===== config.mk =====
export PLATFORM = sky130hd
export DESIGN_NAME = periph_subsys_top
export DESIGN_NICKNAME = d
export VERILOG_FILES = /design/src/rtl/periph_bus_pkg.sv /design/src/rtl/apb_region_decode.sv /design/src/rtl/apb_xfer_reg.sv /design/src/rtl/apb_rdata_capture.sv /design/src/rtl/ahb_apb_bridge_ctrl.sv /design/src/rtl/irq_sync_collect.sv /design/src/rtl/periph_subsys_top.sv
export SDC_FILE = /design/constraint.sdc
export NUM_CORES = 1
export LEC_CHECK = 0
export ABC_CLOCK_PERIOD_IN_PS = 5400
export BUFFER_PORTS_ARGS = -buffer_cell sky130_fd_sc_hd__buf_2
export CAP_MARGIN = 5
export CORE_ASPECT_RATIO = 1.5
export CORE_UTILIZATION = 31
export CTS_BUF_LIST = sky130_fd_sc_hd__clkbuf_16
export CTS_CLUSTER_DIAMETER = 40
export CTS_CLUSTER_SIZE = 24
export DETAILED_ROUTE_END_ITERATION = 16
export SLEW_MARGIN = 10
export SYNTH_ARGS = -nofsm -noshare
export SYNTH_HDL_FRONTEND = slang
export SYNTH_SLANG_ARGS = --single-unit

===== constraint.sdc =====
create_clock -name sys_root_clk -period 5.4 [get_ports sys_root_clk]
set_clock_uncertainty 0.1 [all_clocks]
set_input_delay 1.35 -clock sys_root_clk [delete_from_list [all_inputs] [get_ports sys_root_clk]]
set_output_delay 1.35 -clock sys_root_clk [all_outputs]
set_load 0.03 [all_outputs]

===== src/rtl/periph_bus_pkg.sv =====
// Peripheral bus package
// Shared widths, APB region map, interrupt counts and the enums used by
// the AHB-lite to APB bridge and the interrupt collector

`default_nettype none

package periph_bus_pkg;

	//==========================================================================
	// System bus
	//==========================================================================

	localparam int ADDR_W = 32;                     // System address width
	localparam int DATA_W = 32;                     // Bus data width

	typedef logic [ADDR_W-1:0] sys_addr_t;
	typedef logic [DATA_W-1:0] sys_data_t;

	// AHB transfer type encoding
	typedef enum logic [1:0] {
		IDLE   = 2'b00,
		BUSY   = 2'b01,
		NONSEQ = 2'b10,
		SEQ    = 2'b11
	} htrans_e;

	//==========================================================================
	// APB region map
	//==========================================================================

	localparam int        N_APB_REGIONS   = 3;            // APB0..APB2
	localparam sys_addr_t APB_BASE        = 32'h4000_0000; // Region 0 base
	localparam int        APB_REGION_LOG2 = 16;           // 64 KB per region

	typedef logic [1:0]               apb_region_t; // Region index
	typedef logic [N_APB_REGIONS-1:0] apb_sel_t;    // One-hot psel

	// Bridge sequencing
	typedef enum logic [1:0] {
		ST_IDLE,    // Address phase, ready high
		ST_LATCH,   // Write data sampled
		ST_SETUP,   // APB setup phase
		ST_ACCESS   // APB access, wait on pready
	} bridge_state_e;

	//==========================================================================
	// Interrupts
	//==========================================================================

	localparam int N_SYNC_IRQ      = 8;                      // Already on sys clock
	localparam int N_ASYNC_IRQ     = 16;                     // Need resync
	localparam int N_IRQ           = N_SYNC_IRQ + N_ASYNC_IRQ;
	localparam int IRQ_SYNC_STAGES = 2;

	typedef logic [N_IRQ-1:0] irq_vec_t;

endpackage

`default_nettype wire


===== src/rtl/apb_region_decode.sv =====
// APB region decoder
// Maps an AHB address onto one of the 64 KB APB regions and flags
// whether the address lands in a populated region

`timescale 1ns/1ns
`default_nettype none

module apb_region_decode (
	input  periph_bus_pkg::sys_addr_t   haddr_i,  // AHB address phase address
	output periph_bus_pkg::apb_region_t region_o, // Region index
	output logic                        hit_o     // Populated region
);

	import periph_bus_pkg::*;

	logic base_match; // Upper bits equal the APB window

	// Everything above the region index must match the base
	assign base_match = (haddr_i[ADDR_W-1:APB_REGION_LOG2+$bits(apb_region_t)] ==
		APB_BASE[ADDR_W-1:APB_REGION_LOG2+$bits(apb_region_t)]);

	// Region index sits right above the 64 KB offset (bits 17:16)
	assign region_o = haddr_i[APB_REGION_LOG2 +: $bits(apb_region_t)];

	// Index 3 is a hole in the map
	always_comb begin
		hit_o = 1'b0;
		if (base_match && (region_o < N_APB_REGIONS)) begin
			hit_o = 1'b1;
		end
	end

endmodule

`default_nettype wire


===== src/rtl/apb_xfer_reg.sv =====
// APB transfer register
// Captures the accepted AHB address phase and the following write data,
// and presents them to the APB regions with psel and penable

`timescale 1ns/1ns
`default_nettype none

module apb_xfer_reg (
	input  logic                        sys_root_clk,
	input  logic                        reset_i,
	input  logic                        accept_i,     // Address phase taken
	input  logic                        wdata_load_i, // hwdata valid
	input  logic                        setup_i,
	input  logic                        access_i,
	input  periph_bus_pkg::sys_addr_t   haddr_i,
	input  logic                        hwrite_i,
	input  periph_bus_pkg::sys_data_t   hwdata_i,
	input  periph_bus_pkg::apb_region_t region_i,
	input  logic                        hit_i,
	input  periph_bus_pkg::apb_sel_t    pready_i,
	output periph_bus_pkg::apb_sel_t    psel_o,
	output logic                        penable_o,
	output periph_bus_pkg::sys_addr_t   paddr_o,
	output logic                        pwrite_o,
	output periph_bus_pkg::sys_data_t   pwdata_o,
	output periph_bus_pkg::apb_region_t region_o,
	output logic                        hit_o,
	output logic                        pready_sel_o
);

	import periph_bus_pkg::*;

	// Address phase fields
	always_ff @(posedge sys_root_clk) begin
		if (accept_i) begin
			paddr_o  <= haddr_i;
			pwrite_o <= hwrite_i;
			region_o <= region_i;
		end
		if (wdata_load_i) begin
			pwdata_o <= hwdata_i; // One cycle after accept
		end
	end

	// Hit flag decides hrdata gating
	always_ff @(posedge sys_root_clk) begin
		if (reset_i) begin
			hit_o <= 1'b0;
		end else if (accept_i) begin
			hit_o <= hit_i;
		end
	end

	// One-hot select and ready mux from the stored region
	always_comb begin
		psel_o       = '0;
		pready_sel_o = 1'b0;
		for (int i = 0; i < N_APB_REGIONS; i++) begin
			if (region_o == apb_region_t'(i)) begin
				psel_o[i]    = setup_i || access_i;
				pready_sel_o = pready_i[i];
			end
		end
	end

	assign penable_o = access_i; // Second APB phase only

endmodule

`default_nettype wire


===== src/rtl/apb_rdata_capture.sv =====
// APB read data capture
// Registers the addressed region's prdata when a read completes and
// returns zero on AHB for unmapped transfers

`timescale 1ns/1ns
`default_nettype none

module apb_rdata_capture (
	input  logic                        sys_root_clk,
	input  logic                        reset_i,
	input  logic                        done_i,   // Access ends this edge
	input  logic                        write_i,  // Stored direction
	input  logic                        hit_i,    // Stored hit
	input  periph_bus_pkg::apb_region_t region_i, // Stored region
	input  periph_bus_pkg::sys_data_t [periph_bus_pkg::N_APB_REGIONS-1:0] prdata_i,
	output periph_bus_pkg::sys_data_t   hrdata_o
);

	import periph_bus_pkg::*;

	sys_data_t prdata_sel; // Word of the addressed region
	sys_data_t rdata_q;

	always_comb begin
		prdata_sel = '0;
		for (int i = 0; i < N_APB_REGIONS; i++) begin
			if (region_i == apb_region_t'(i)) begin
				prdata_sel = prdata_i[i];
			end
		end
	end

	// Writes leave the last read word in place
	always_ff @(posedge sys_root_clk) begin
		if (reset_i) begin
			rdata_q <= '0;
		end else if (done_i && !write_i) begin
			rdata_q <= prdata_sel;
		end
	end

	// Unmapped data phase reads back zero
	assign hrdata_o = hit_i ? rdata_q : '0;

endmodule

`default_nettype wire


===== src/rtl/ahb_apb_bridge_ctrl.sv =====
// AHB-lite to APB bridge
// FSM that accepts AHB transfers, holds the master through the APB setup
// and access phases and completes unmapped transfers at once

`timescale 1ns/1ns
`default_nettype none

module ahb_apb_bridge_ctrl (
	input  logic                                          sys_root_clk,
	input  logic                                          reset_i,
	// AHB-lite slave side
	input  logic                                          hsel_i,
	input  periph_bus_pkg::sys_addr_t                     haddr_i,
	input  periph_bus_pkg::htrans_e                       htrans_i,
	input  logic                                          hwrite_i,
	input  periph_bus_pkg::sys_data_t                     hwdata_i,
	input  logic                                          hready_i,
	output logic                                          hreadyout_o,
	output periph_bus_pkg::sys_data_t                     hrdata_o,
	// APB master side, shared by all regions
	output periph_bus_pkg::apb_sel_t                      psel_o,
	output logic                                          penable_o,
	output periph_bus_pkg::sys_addr_t                     paddr_o,
	output logic                                          pwrite_o,
	output periph_bus_pkg::sys_data_t                     pwdata_o,
	input  periph_bus_pkg::sys_data_t [periph_bus_pkg::N_APB_REGIONS-1:0] prdata_i,
	input  periph_bus_pkg::apb_sel_t                      pready_i,
	// Sequencing strobes
	output logic                                          accept_o,
	output logic                                          wdata_load_o,
	output logic                                          setup_o,
	output logic                                          access_o,
	output logic                                          done_o
);

	import periph_bus_pkg::*;

	bridge_state_e state_q;
	bridge_state_e state_d;

	apb_region_t dec_region;  // Live decode of haddr
	logic        hit;         // Live hit of haddr
	apb_region_t xfer_region; // Region of the transfer in flight
	logic        xfer_hit;    // Transfer in flight is mapped
	logic        pready_sel;  // pready of the addressed region

	//==========================================================================
	// Control
	//==========================================================================

	assign hreadyout_o = (state_q == ST_IDLE); // Low while APB is busy

	// Only NONSEQ and SEQ carry a transfer
	assign accept_o = hsel_i && hready_i && hreadyout_o &&
		((htrans_i == NONSEQ) || (htrans_i == SEQ));

	assign wdata_load_o = (state_q == ST_LATCH);  // hwdata valid now
	assign setup_o      = (state_q == ST_SETUP);
	assign access_o     = (state_q == ST_ACCESS);
	assign done_o       = access_o && pready_sel; // Last access cycle

	always_comb begin
		state_d = state_q;
		case (state_q)
			ST_IDLE: begin
				if (accept_o && hit) begin
					state_d = ST_LATCH; // Unmapped stays here
				end
			end
			ST_LATCH:  state_d = ST_SETUP;
			ST_SETUP:  state_d = ST_ACCESS;
			ST_ACCESS: begin
				if (pready_sel) begin
					state_d = ST_IDLE; // Slave finished
				end
			end
			default:   state_d = ST_IDLE;
		endcase
	end

	always_ff @(posedge sys_root_clk) begin
		if (reset_i) begin
			state_q <= ST_IDLE;
		end else begin
			state_q <= state_d;
		end
	end

	//==========================================================================
	// Datapath
	//==========================================================================

	apb_region_decode u_apb_region_decode (
		.haddr_i  (haddr_i),
		.region_o (dec_region),
		.hit_o    (hit)
	);

	apb_xfer_reg u_apb_xfer_reg (
		.sys_root_clk (sys_root_clk),
		.reset_i      (reset_i),
		.accept_i     (accept_o),
		.wdata_load_i (wdata_load_o),
		.setup_i      (setup_o),
		.access_i     (access_o),
		.haddr_i      (haddr_i),
		.hwrite_i     (hwrite_i),
		.hwdata_i     (hwdata_i),
		.region_i     (dec_region),
		.hit_i        (hit),
		.pready_i     (pready_i),
		.psel_o       (psel_o),
		.penable_o    (penable_o),
		.paddr_o      (paddr_o),
		.pwrite_o     (pwrite_o),
		.pwdata_o     (pwdata_o),
		.region_o     (xfer_region),
		.hit_o        (xfer_hit),
		.pready_sel_o (pready_sel)
	);

	apb_rdata_capture u_apb_rdata_capture (
		.sys_root_clk (sys_root_clk),
		.reset_i      (reset_i),
		.done_i       (done_o),
		.write_i      (pwrite_o),    // Stored direction
		.hit_i        (xfer_hit),
		.region_i     (xfer_region),
		.prdata_i     (prdata_i),
		.hrdata_o     (hrdata_o)
	);

endmodule

`default_nettype wire


===== src/rtl/irq_sync_collect.sv =====
// Interrupt collector
// Passes the synchronous lines straight through, resynchronizes the
// asynchronous lines and packs both into one vector

`timescale 1ns/1ns
`default_nettype none

module irq_sync_collect (
	input  logic                                    sys_root_clk,
	input  logic                                    reset_i,
	input  logic [periph_bus_pkg::N_SYNC_IRQ-1:0]  sync_irq_i,  // sys clock domain
	input  logic [periph_bus_pkg::N_ASYNC_IRQ-1:0] async_irq_i, // Foreign domains
	output periph_bus_pkg::irq_vec_t                irq_o
);

	import periph_bus_pkg::*;

	logic [N_ASYNC_IRQ-1:0] sync_ff [IRQ_SYNC_STAGES]; // Synchronizer chain

	//==========================================================================
	// Asynchronous lines
	//==========================================================================

	always_ff @(posedge sys_root_clk) begin
		if (reset_i) begin
			for (int s = 0; s < IRQ_SYNC_STAGES; s++) begin
				sync_ff[s] <= '0;
			end
		end else begin
			sync_ff[0] <= async_irq_i; // First stage may go metastable
			for (int s = 1; s < IRQ_SYNC_STAGES; s++) begin
				sync_ff[s] <= sync_ff[s-1];
			end
		end
	end

	//==========================================================================
	// Vector packing
	//==========================================================================

	// Sync lines low, resynced lines above
	assign irq_o = {sync_ff[IRQ_SYNC_STAGES-1], sync_irq_i};

endmodule

`default_nettype wire


===== src/rtl/periph_subsys_top.sv =====
// Peripheral subsystem top
// AHB-lite slave port bridged onto three APB regions, plus the
// interrupt collector for the peripheral interrupt lines

`timescale 1ns/1ns
`default_nettype none

module periph_subsys_top (
	input  logic                                    sys_root_clk,
	input  logic                                    reset_i,
	// AHB-lite slave port
	input  logic                                    hsel_i,
	input  periph_bus_pkg::sys_addr_t               haddr_i,
	input  periph_bus_pkg::htrans_e                 htrans_i,
	input  logic                                    hwrite_i,
	input  periph_bus_pkg::sys_data_t               hwdata_i,
	input  logic                                    hready_i,
	output logic                                    hreadyout_o,
	output periph_bus_pkg::sys_data_t               hrdata_o,
	// APB regions 0x4000_0000 / 0x4001_0000 / 0x4002_0000
	output periph_bus_pkg::apb_sel_t                psel_o,
	output logic                                    penable_o,
	output periph_bus_pkg::sys_addr_t               paddr_o,
	output logic                                    pwrite_o,
	output periph_bus_pkg::sys_data_t               pwdata_o,
	input  periph_bus_pkg::sys_data_t [periph_bus_pkg::N_APB_REGIONS-1:0] prdata_i,
	input  periph_bus_pkg::apb_sel_t                pready_i,
	// Interrupts
	input  logic [periph_bus_pkg::N_SYNC_IRQ-1:0]  sync_irq_i,
	input  logic [periph_bus_pkg::N_ASYNC_IRQ-1:0] async_irq_i,
	output periph_bus_pkg::irq_vec_t                irq_o
);

	//==========================================================================
	// AHB to APB bridge
	//==========================================================================

	ahb_apb_bridge_ctrl u_ahb_apb_bridge_ctrl (
		.sys_root_clk (sys_root_clk),
		.reset_i      (reset_i),
		.hsel_i       (hsel_i),
		.haddr_i      (haddr_i),
		.htrans_i     (htrans_i),
		.hwrite_i     (hwrite_i),
		.hwdata_i     (hwdata_i),
		.hready_i     (hready_i),
		.hreadyout_o  (hreadyout_o),
		.hrdata_o     (hrdata_o),
		.psel_o       (psel_o),
		.penable_o    (penable_o),
		.paddr_o      (paddr_o),
		.pwrite_o     (pwrite_o),
		.pwdata_o     (pwdata_o),
		.prdata_i     (prdata_i),
		.pready_i     (pready_i),
		.accept_o     (),          // Strobes kept for observation
		.wdata_load_o (),
		.setup_o      (),
		.access_o     (),
		.done_o       ()
	);

	//==========================================================================
	// Interrupt collector
	//==========================================================================

	irq_sync_collect u_irq_sync_collect (
		.sys_root_clk (sys_root_clk),
		.reset_i      (reset_i),
		.sync_irq_i   (sync_irq_i),
		.async_irq_i  (async_irq_i),
		.irq_o        (irq_o)
	);

endmodule

`default_nettype wire


==> flow_summary.json, run 1 <==
{
  "outcome": "finished, final reports clean",
  "grt_use_met3": 0.04202,
  "grt_pass1_wl_um": 21580,
  "hold_buffers": 0,
  "drtAntennaViolNets": 0,
  "syn_area_um2": 5326,
  "post_cts_buffers": 0,
  "worst_pin_slew_ns": 1.111,
  "firstDrtPassIters": 4,
  "cts_tree": "done",
  "synth_nets": 646,
  "yosysSeqAreaShare": 0.6183,
  "fin_crit_sh": 0.6513,
  "drtIter0Drc": 149,
  "worstSetupPathType": "flop to output pin",
  "drc": 0,
  "synthToLayoutAreaGrowth_pct": 39.02,
  "min_period_ns": 3.517,
  "clk_latency_ns": 0.40,
  "max_freq_mhz": 284.3,
  "ys_ff_latch": 132,
  "grt_pass1_vias": 4376,
  "use_met1": 0.1644,
  "cts_resized": 0,
  "rsz0062_at_grt": "no",
  "cts_buffer_depth": 2,
  "top_usage_layer": "met2",
  "hold_violations": 0,
  "initial_core_util": 0.3177,
  "cp_slowest_cell": "buf_4",
  "synth_ff_type": "dfxtp_1",
  "drv_slew": 0,
  "dp_slack_ns": 1.928,
  "clock-sinks": 132,
  "clockRootBuffer": "clkbuf_16",
  "drive_gt1_frac": 0.4822,
  "critPathRequiredTime_ns": 3.95,
  "layout_setup_ws_ns": 1.883,
  "cts_buffers": 17,
  "grt_max_degree": 69,
  "htree_num_levels": 4,
  "die-area_um2": 17720,
  "gp_congestion": 0.7573,
  "grt_use_met2": 0.2950,
  "relSlewSlack": 0.2545,
  "synthArstFlopShare": 0,
  "fin_setup_tns_ns": 0,
  "routed_wl_um": 14310,
  "cts.clk_slew.worst_paths_ns": 0.06,
  "startpoint_type": "flop",
  "overflow": 0,
  "die_x_um": 109.0,
  "vdd_drop_max_mv": 0.2214,
  "dp.cells": 910,
  "core_um2": 16760,
  "port_buffers": 302,
  "crit_fanout": 39,
  "antenna_found_initial": 1,
  "fillerInstances": 1624,
  "layout.cells.non_filler": 943,
  "path_cells": "buf_4 -> nor2b_2 -> buf_4 -> nor2b_1 -> buf_2",
  "grt_use_total": 0.1604,
  "synth_area_per_cell_um2": 11.89,
  "crit_top_cell": "buf_4",
  "num_vias": 4343,
  "hp-class": "flop to flop",
  "fin_nets": 917,
  "setup_viol": 0,
  "power_density_nw_per_um2": 316.6,
  "cp-end-kind": "output pin",
  "worstPathArrival_ns": 2.07,
  "rows": 58,
  "postSynthCellCount": 448,
  "boundaryPins": 320,
  "yosysUniqueCellTypes": 30,
  "viasPerCell": 4.606,
  "slowest_delay_ns": 0.38,
  "cap_viol_max_count": 0,
  "whs_ns": 0.3302,
  "synth_warnings": 0,
  "synth_edf_count": 65,
  "die_y_um": 162.5,
  "drt-wirelength-per-cell_um": 15.17,
  "p_leak_nw": 3.285,
  "reg2reg_setup_slack_ns": 2.73,
  "dp_hpwl_um": 10760
}
-- cells by family after synthesis --
| kind of cell | Yosys count | share of synthesized area |
|---|---|---|
| mux | 34 | 0.06460 |
| simple gates | 114 | 0.1207 |
| compound gates | 103 | 0.1229 |
| buf+inv | 61 | 0.06413 |
| flops | 132 | 0.6183 |
| fa+ha+maj | 4 | 0.009397 |
-- cells in the mapped netlist, types with 2 or more instances --
master,number,area (µm²)
dfxtp_1,67,1341
a21oi_1,65,325.3
edfxtp_1,65,1952
nor2b_1,35,219.0
nor2_1,34,127.6
and2_1,33,206.5
mux2i_1,33,330.3
a211oi_1,32,240.2
buf_4,26,195.2
clkbuf_1,22,82.58
buf_2,6,30.03
ha_1,4,50.05
inv_1,4,15.01
buf_1,2,7.510
nand2_1,2,7.510
nand2b_1,2,12.51
nor3_1,2,10.01
o211ai_2,2,25.02
-- metrics by stage --
stage | total power [mW] | utilization | instance area [µm²]
after floorplan | 1.190 | - | 5326
after global placement | 1.259 | 0.4075 | 6832
after detailed placement | 1.264 | 0.4075 | 6832
after CTS | 2.377 | 0.4415 | 7401
after global routing | 2.435 | 0.4417 | 7405
final | 2.344 | 0.4417 | 7405
-- flip-flops by register name (all words and copies together) (netlist names) --
register,count
u_ahb_apb_bridge_ctrl.u_apb_rdata_capture.rdata_q,32
u_ahb_apb_bridge_ctrl.u_apb_xfer_reg.pwdata_o,32
u_irq_sync_collect.sync_ff,32
u_ahb_apb_bridge_ctrl.u_apb_xfer_reg.paddr_o,31
u_ahb_apb_bridge_ctrl.state_q,2
u_ahb_apb_bridge_ctrl.u_apb_xfer_reg.hit_o,1
u_ahb_apb_bridge_ctrl.u_apb_xfer_reg.pwrite_o,1
u_ahb_apb_bridge_ctrl.u_apb_xfer_reg.region_o,1
-- critical path, delay by kind of cell (launching register included) --
kind | cells | cell delay [ns]
DFF | 1 | 0.32
buffers and inverters | 3 | 0.91
and+or+nand+nor | 2 | 0.41
-- layer usage --
layer  vias up  part of all wire
met5         -                 0
met4         0             0.029
met3        29             0.081
met2       224              0.52
met1      1986              0.37
li1       2104                 -
-- placed cells by master, fill, tap and decap left out, drive strengths merged, types with 4 or more instances in the layout --
cell and instances:
inv 12, clkbuf 17, clkinvlp 5, mux2i 34, nor2b 35, buf 309, edfxtp 65, nor2 34
dfxtp 67, a211oi 32, and2 33, ha 4, a21oi 65
-- final timing paths --
path                                                    startpoint                                end  cells past startpoint
hold reg to reg                   u_irq_sync_collect.sync_ff[0][7]  u_irq_sync_collect.sync_ff[0][23]                      1
hold / removal                    u_irq_sync_collect.sync_ff[0][7]  u_irq_sync_collect.sync_ff[0][23]                      1
setup reg to reg  u_ahb_apb_bridge_ctrl.u_apb_xfer_reg.paddr_o[17]                               flop                      6
setup / recovery  u_ahb_apb_bridge_ctrl.u_apb_xfer_reg.region_o[0]                          psel_o[1]                      5
-- power breakdown --
part / internal, mW / switching (mW) / leakage [nW]
sequential: 1.07 / 0.00365 / 1.14
combinational: 0.0779 / 0.0892 / 1.88
clock: 0.645 / 0.459 / 0.267
total: 1.79 / 0.552 / 3.29
-- layout make-up --
class                   instances  area [µm²]  area share
diodes                          1       2.502   0.0003380
clock buffers                  17       425.4     0.05745
clock inverters                15       143.9     0.01943
inverters                       4       15.01    0.002028
multi-input cells             255        1698      0.2293
flip-flops and latches        132        3293      0.4447
well taps                     210       262.8     0.03548
repair buffers                309        1564      0.2112
Power figures use the tool's default switching activity.
==> run 2: changes to the inputs <==
--- a/config.mk
+++ b/config.mk
@@ -5,7 +5,8 @@
 export SDC_FILE = /design/constraint.sdc
 export NUM_CORES = 1
 export LEC_CHECK = 0
-export ABC_CLOCK_PERIOD_IN_PS = 5400
+export ABC_AREA = 1
+export ABC_CLOCK_PERIOD_IN_PS = 3650
 export BUFFER_PORTS_ARGS = -buffer_cell sky130_fd_sc_hd__buf_2
 export CAP_MARGIN = 5
 export CORE_ASPECT_RATIO = 1.5
==> constraint.sdc (replaced) <==
create_clock -name sys_root_clk -period 3.65 [get_ports sys_root_clk]
set_clock_uncertainty 0.1 [all_clocks]
set_input_delay 0.9125 -clock sys_root_clk [delete_from_list [all_inputs] [get_ports sys_root_clk]]
set_output_delay 0.9125 -clock sys_root_clk [all_outputs]
set_load 0.03 [all_outputs]
==> flow_summary.json, run 2 <==
{
  "wl_met2_um": 7763,
  "layout_setup_ws_ns": 1.072,
  "antenna_found_initial": 1,
  "cts_resized": 0,
  "crit_fanout": 3,
  "p_int_mw": 2.971,
  "rows": 59,
  "postSynthCellCount": 657,
  "synthToLayoutAreaGrowth_pct": 37.90,
  "htree_num_levels": 4,
  "yosysTopAreaCellShare": 0.3549,
  "ys_top_cells_by_area": "edfxtp_1 (35%), dfxtp_1 (24%), nand2_1 (14%), nor2_1 (7.6%), inv_1 (7.2%)",
  "synth_edf_count": 65,
  "clockRootBuffer": "clkbuf_16",
  "num_vias": 4809,
  "wirelength_met1_um": 5821,
  "drive_gt1_frac": 0.3615,
  "worstSetupPathType": "flop to output pin",
  "syn_area_um2": 5500,
  "p_leak_nw": 4.175,
  "drv_slew": 0,
  "relSlewSlack": 0.3272,
  "cp-end-kind": "output pin",
  "crit_top_cell": "nor2_1",
  "drtAntennaViolNets": 0,
  "drc": 0,
  "hold_buffers": 0,
  "synth_compound_area_frac": 0.003640,
  "synth_top_area_cell": "edfxtp_1",
  "grt_pass1_wl_um": 22230,
  "routed_wl_um": 14790,
  "port_buffers": 302,
  "fin_area_um2": 7585,
  "synth_ff_type": "dfxtp_1",
  "fillerInstances": 1783,
  "synth_top_family_by_area": "simple AND/OR/NAND/NOR gates",
  "yosysMostFrequentCell": "nand2_1",
  "synth_nets": 855,
  "gp_congestion": 0.7967,
  "synth_xor_area_frac": 0,
  "fin_setup_tns_ns": 0,
  "yosysUniqueCellTypes": 16,
  "dr.max_layer_used": "met4",
  "synthMuxAreaShare": 0,
  "final_cell_mix": "buf_2 (302), nand2_1 (209), nor2_1 (108)",
  "grt_use_total": 0.1594,
  "die_y_um": 165.1,
  "startpoint_type": "flop",
  "cts_buffers": 17,
  "grt_max_degree": 65,
  "viasPerCell": 4.146,
  "cap_viol_max_count": 0,
  "slowest_delay_ns": 0.36,
  "dpl_cell_area_um2": 7004,
  "wl_met3_um": 736,
  "hp-class": "flop to flop",
  "synth_warnings": 0,
  "yosysSeqAreaShare": 0.5987,
  "power.switching_mw": 1.204,
  "drt-wirelength-per-cell_um": 12.75,
  "clock-sinks": 132,
  "synth-adder-area-share": 0.009099,
  "die_x_um": 110.8,
  "firstDrtPassIters": 4,
  "synthArstFlopShare": 0,
  "post_cts_buffers": 0,
  "dp_slack_ns": 1.306,
  "vdd_drop_max_mv": 0.4921,
  "comb_power_share": 0.178,
  "core_um2": 17350,
  "synth_area_per_cell_um2": 8.372,
  "worst-r2r-cell-count": 7,
  "yosys-top-cells-count": "nand2_1 (209), nor2_1 (111), inv_1 (105), dfxtp_1 (67), edfxtp_1 (65)",
  "min_period_ns": 2.578,
  "rsz0062_at_grt": "no",
  "dp_hpwl_um": 10990,
  "final_common_cell": "buf_2",
  "fin_crit_sh": 0.7063,
  "cp-startpoint": "u_ahb_apb_bridge_ctrl.state_q[0]",
  "worst_pin_slew_ns": 1.008,
  "hold_violations": 0,
  "drtIter0Drc": 169,
  "cts_tree": "done",
  "clk_latency_ns": 0.41,
  "p_seq_frac": 0.425,
  "die-area_um2": 18290,
  "max_freq_mhz": 387.9,
  "cts.clk_slew.worst_paths_ns": 0.06,
  "fin_nets": 1132,
  "post-route-util": 0.4372,
  "outcome": "finished, final reports clean",
  "synthSimpleGateAreaFrac": 0.2548,
  "p_sw_frac": 0.2884,
  "top_regs": "u_ahb_apb_bridge_ctrl.u_apb_rdata_capture.rdata_q: 32 flops, u_ahb_apb_bridge_ctrl.u_apb_xfer_reg.pwdata_o: 32 flops, u_irq_sync_collect.sync_ff: 32 flops",
  "min-delay-start": "u_irq_sync_collect.sync_ff[0][0]",
  "whs_ns": 0.2992,
  "grt_pass1_vias": 4279,
  "hold_path_depth": 2,
  "p_clk_frac": 0.396,
  "timing.rr.start": "u_ahb_apb_bridge_ctrl.u_apb_xfer_reg.paddr_o[17]",
  "cts_buffer_depth": 2,
  "worstPathArrival_ns": 1.57,
  "path_cells": "inv_1 -> ha_1 -> nor2_1 -> nor2_1 -> buf_2",
  "initial_core_util": 0.3171,
  "overflow": 0,
  "setup_viol": 0,
  "cp_slowest_cell": "dfxtp_1",
  "boundaryPins": 320,
  "critPathRequiredTime_ns": 2.64,
  "ys_ff_latch": 132,
  "power_density_nw_per_um2": 550.4
}
==> run 2: cell families after synthesis <==
group / Yosys count
adder cells (fa/ha/maj): 4
flip-flops: 132
AO/OA/AOI/OAI: 4
buffers and inverters: 158
AND/OR/NAND/NOR: 359
==> run 2: power by group through the flow <==
stage / clock network (mW) / logic [mW] / registers, mW
floorplan: 0 / 0.249 / 2.06
global placement: 0 / 0.753 / 1.81
detailed placement: 0 / 0.756 / 1.81
CTS: 1.71 / 0.757 / 1.78
global route: 1.77 / 0.805 / 1.79
finish: 1.65 / 0.745 / 1.78
==> run 2: cell type report <==
class                           instances  area [µm²]  area share
Sequential cell                       132        3293      0.4342
Clock inverter                         12       102.6     0.01353
Timing Repair Buffer                  309        1564      0.2062
Inverter                              107       401.6     0.05295
Antenna cell                            1       2.502   0.0003299
Clock buffer                           19       475.5     0.06269
Multi-Input combinational cell        367        1479      0.1950
Tap cell                              213       266.5     0.03514
==> run 2: final timing paths <==
kind | end | slack (ns)
setup reg to reg | flop | 1.50
setup / recovery | psel_o[1] | 1.07
hold / removal | u_irq_sync_collect.sync_ff[0][16] | 0.30
hold reg to reg | u_irq_sync_collect.sync_ff[0][16] | 0.30
==> run 2: layer usage <==
| metal | global-route usage | vias up |
|---|---|---|
| met5 | 0 | - |
| met4 | 0.09576 | 0 |
| met3 | 0.03467 | 32 |
| met2 | 0.2851 | 165 |
| met1 | 0.1732 | 2118 |
| li1 | - | 2494 |
==> run 2: metrics by stage <==
step           std cells  power [mW]
6_report            1160       4.174
3_5_place_dp        1128       2.565
2_1_floorplan        657       2.308
5_1_grt             1160       4.368
3_3_place_gp        1128       2.560
4_1_cts             1159       4.250
==> run 2: critical path: cells and delay by family, from the launching register on <==
kind          cells  cell delay [ns]
flops             1             0.36
simple gates      2             0.31
buf+inv           2             0.27
fa+ha+maj         1             0.21
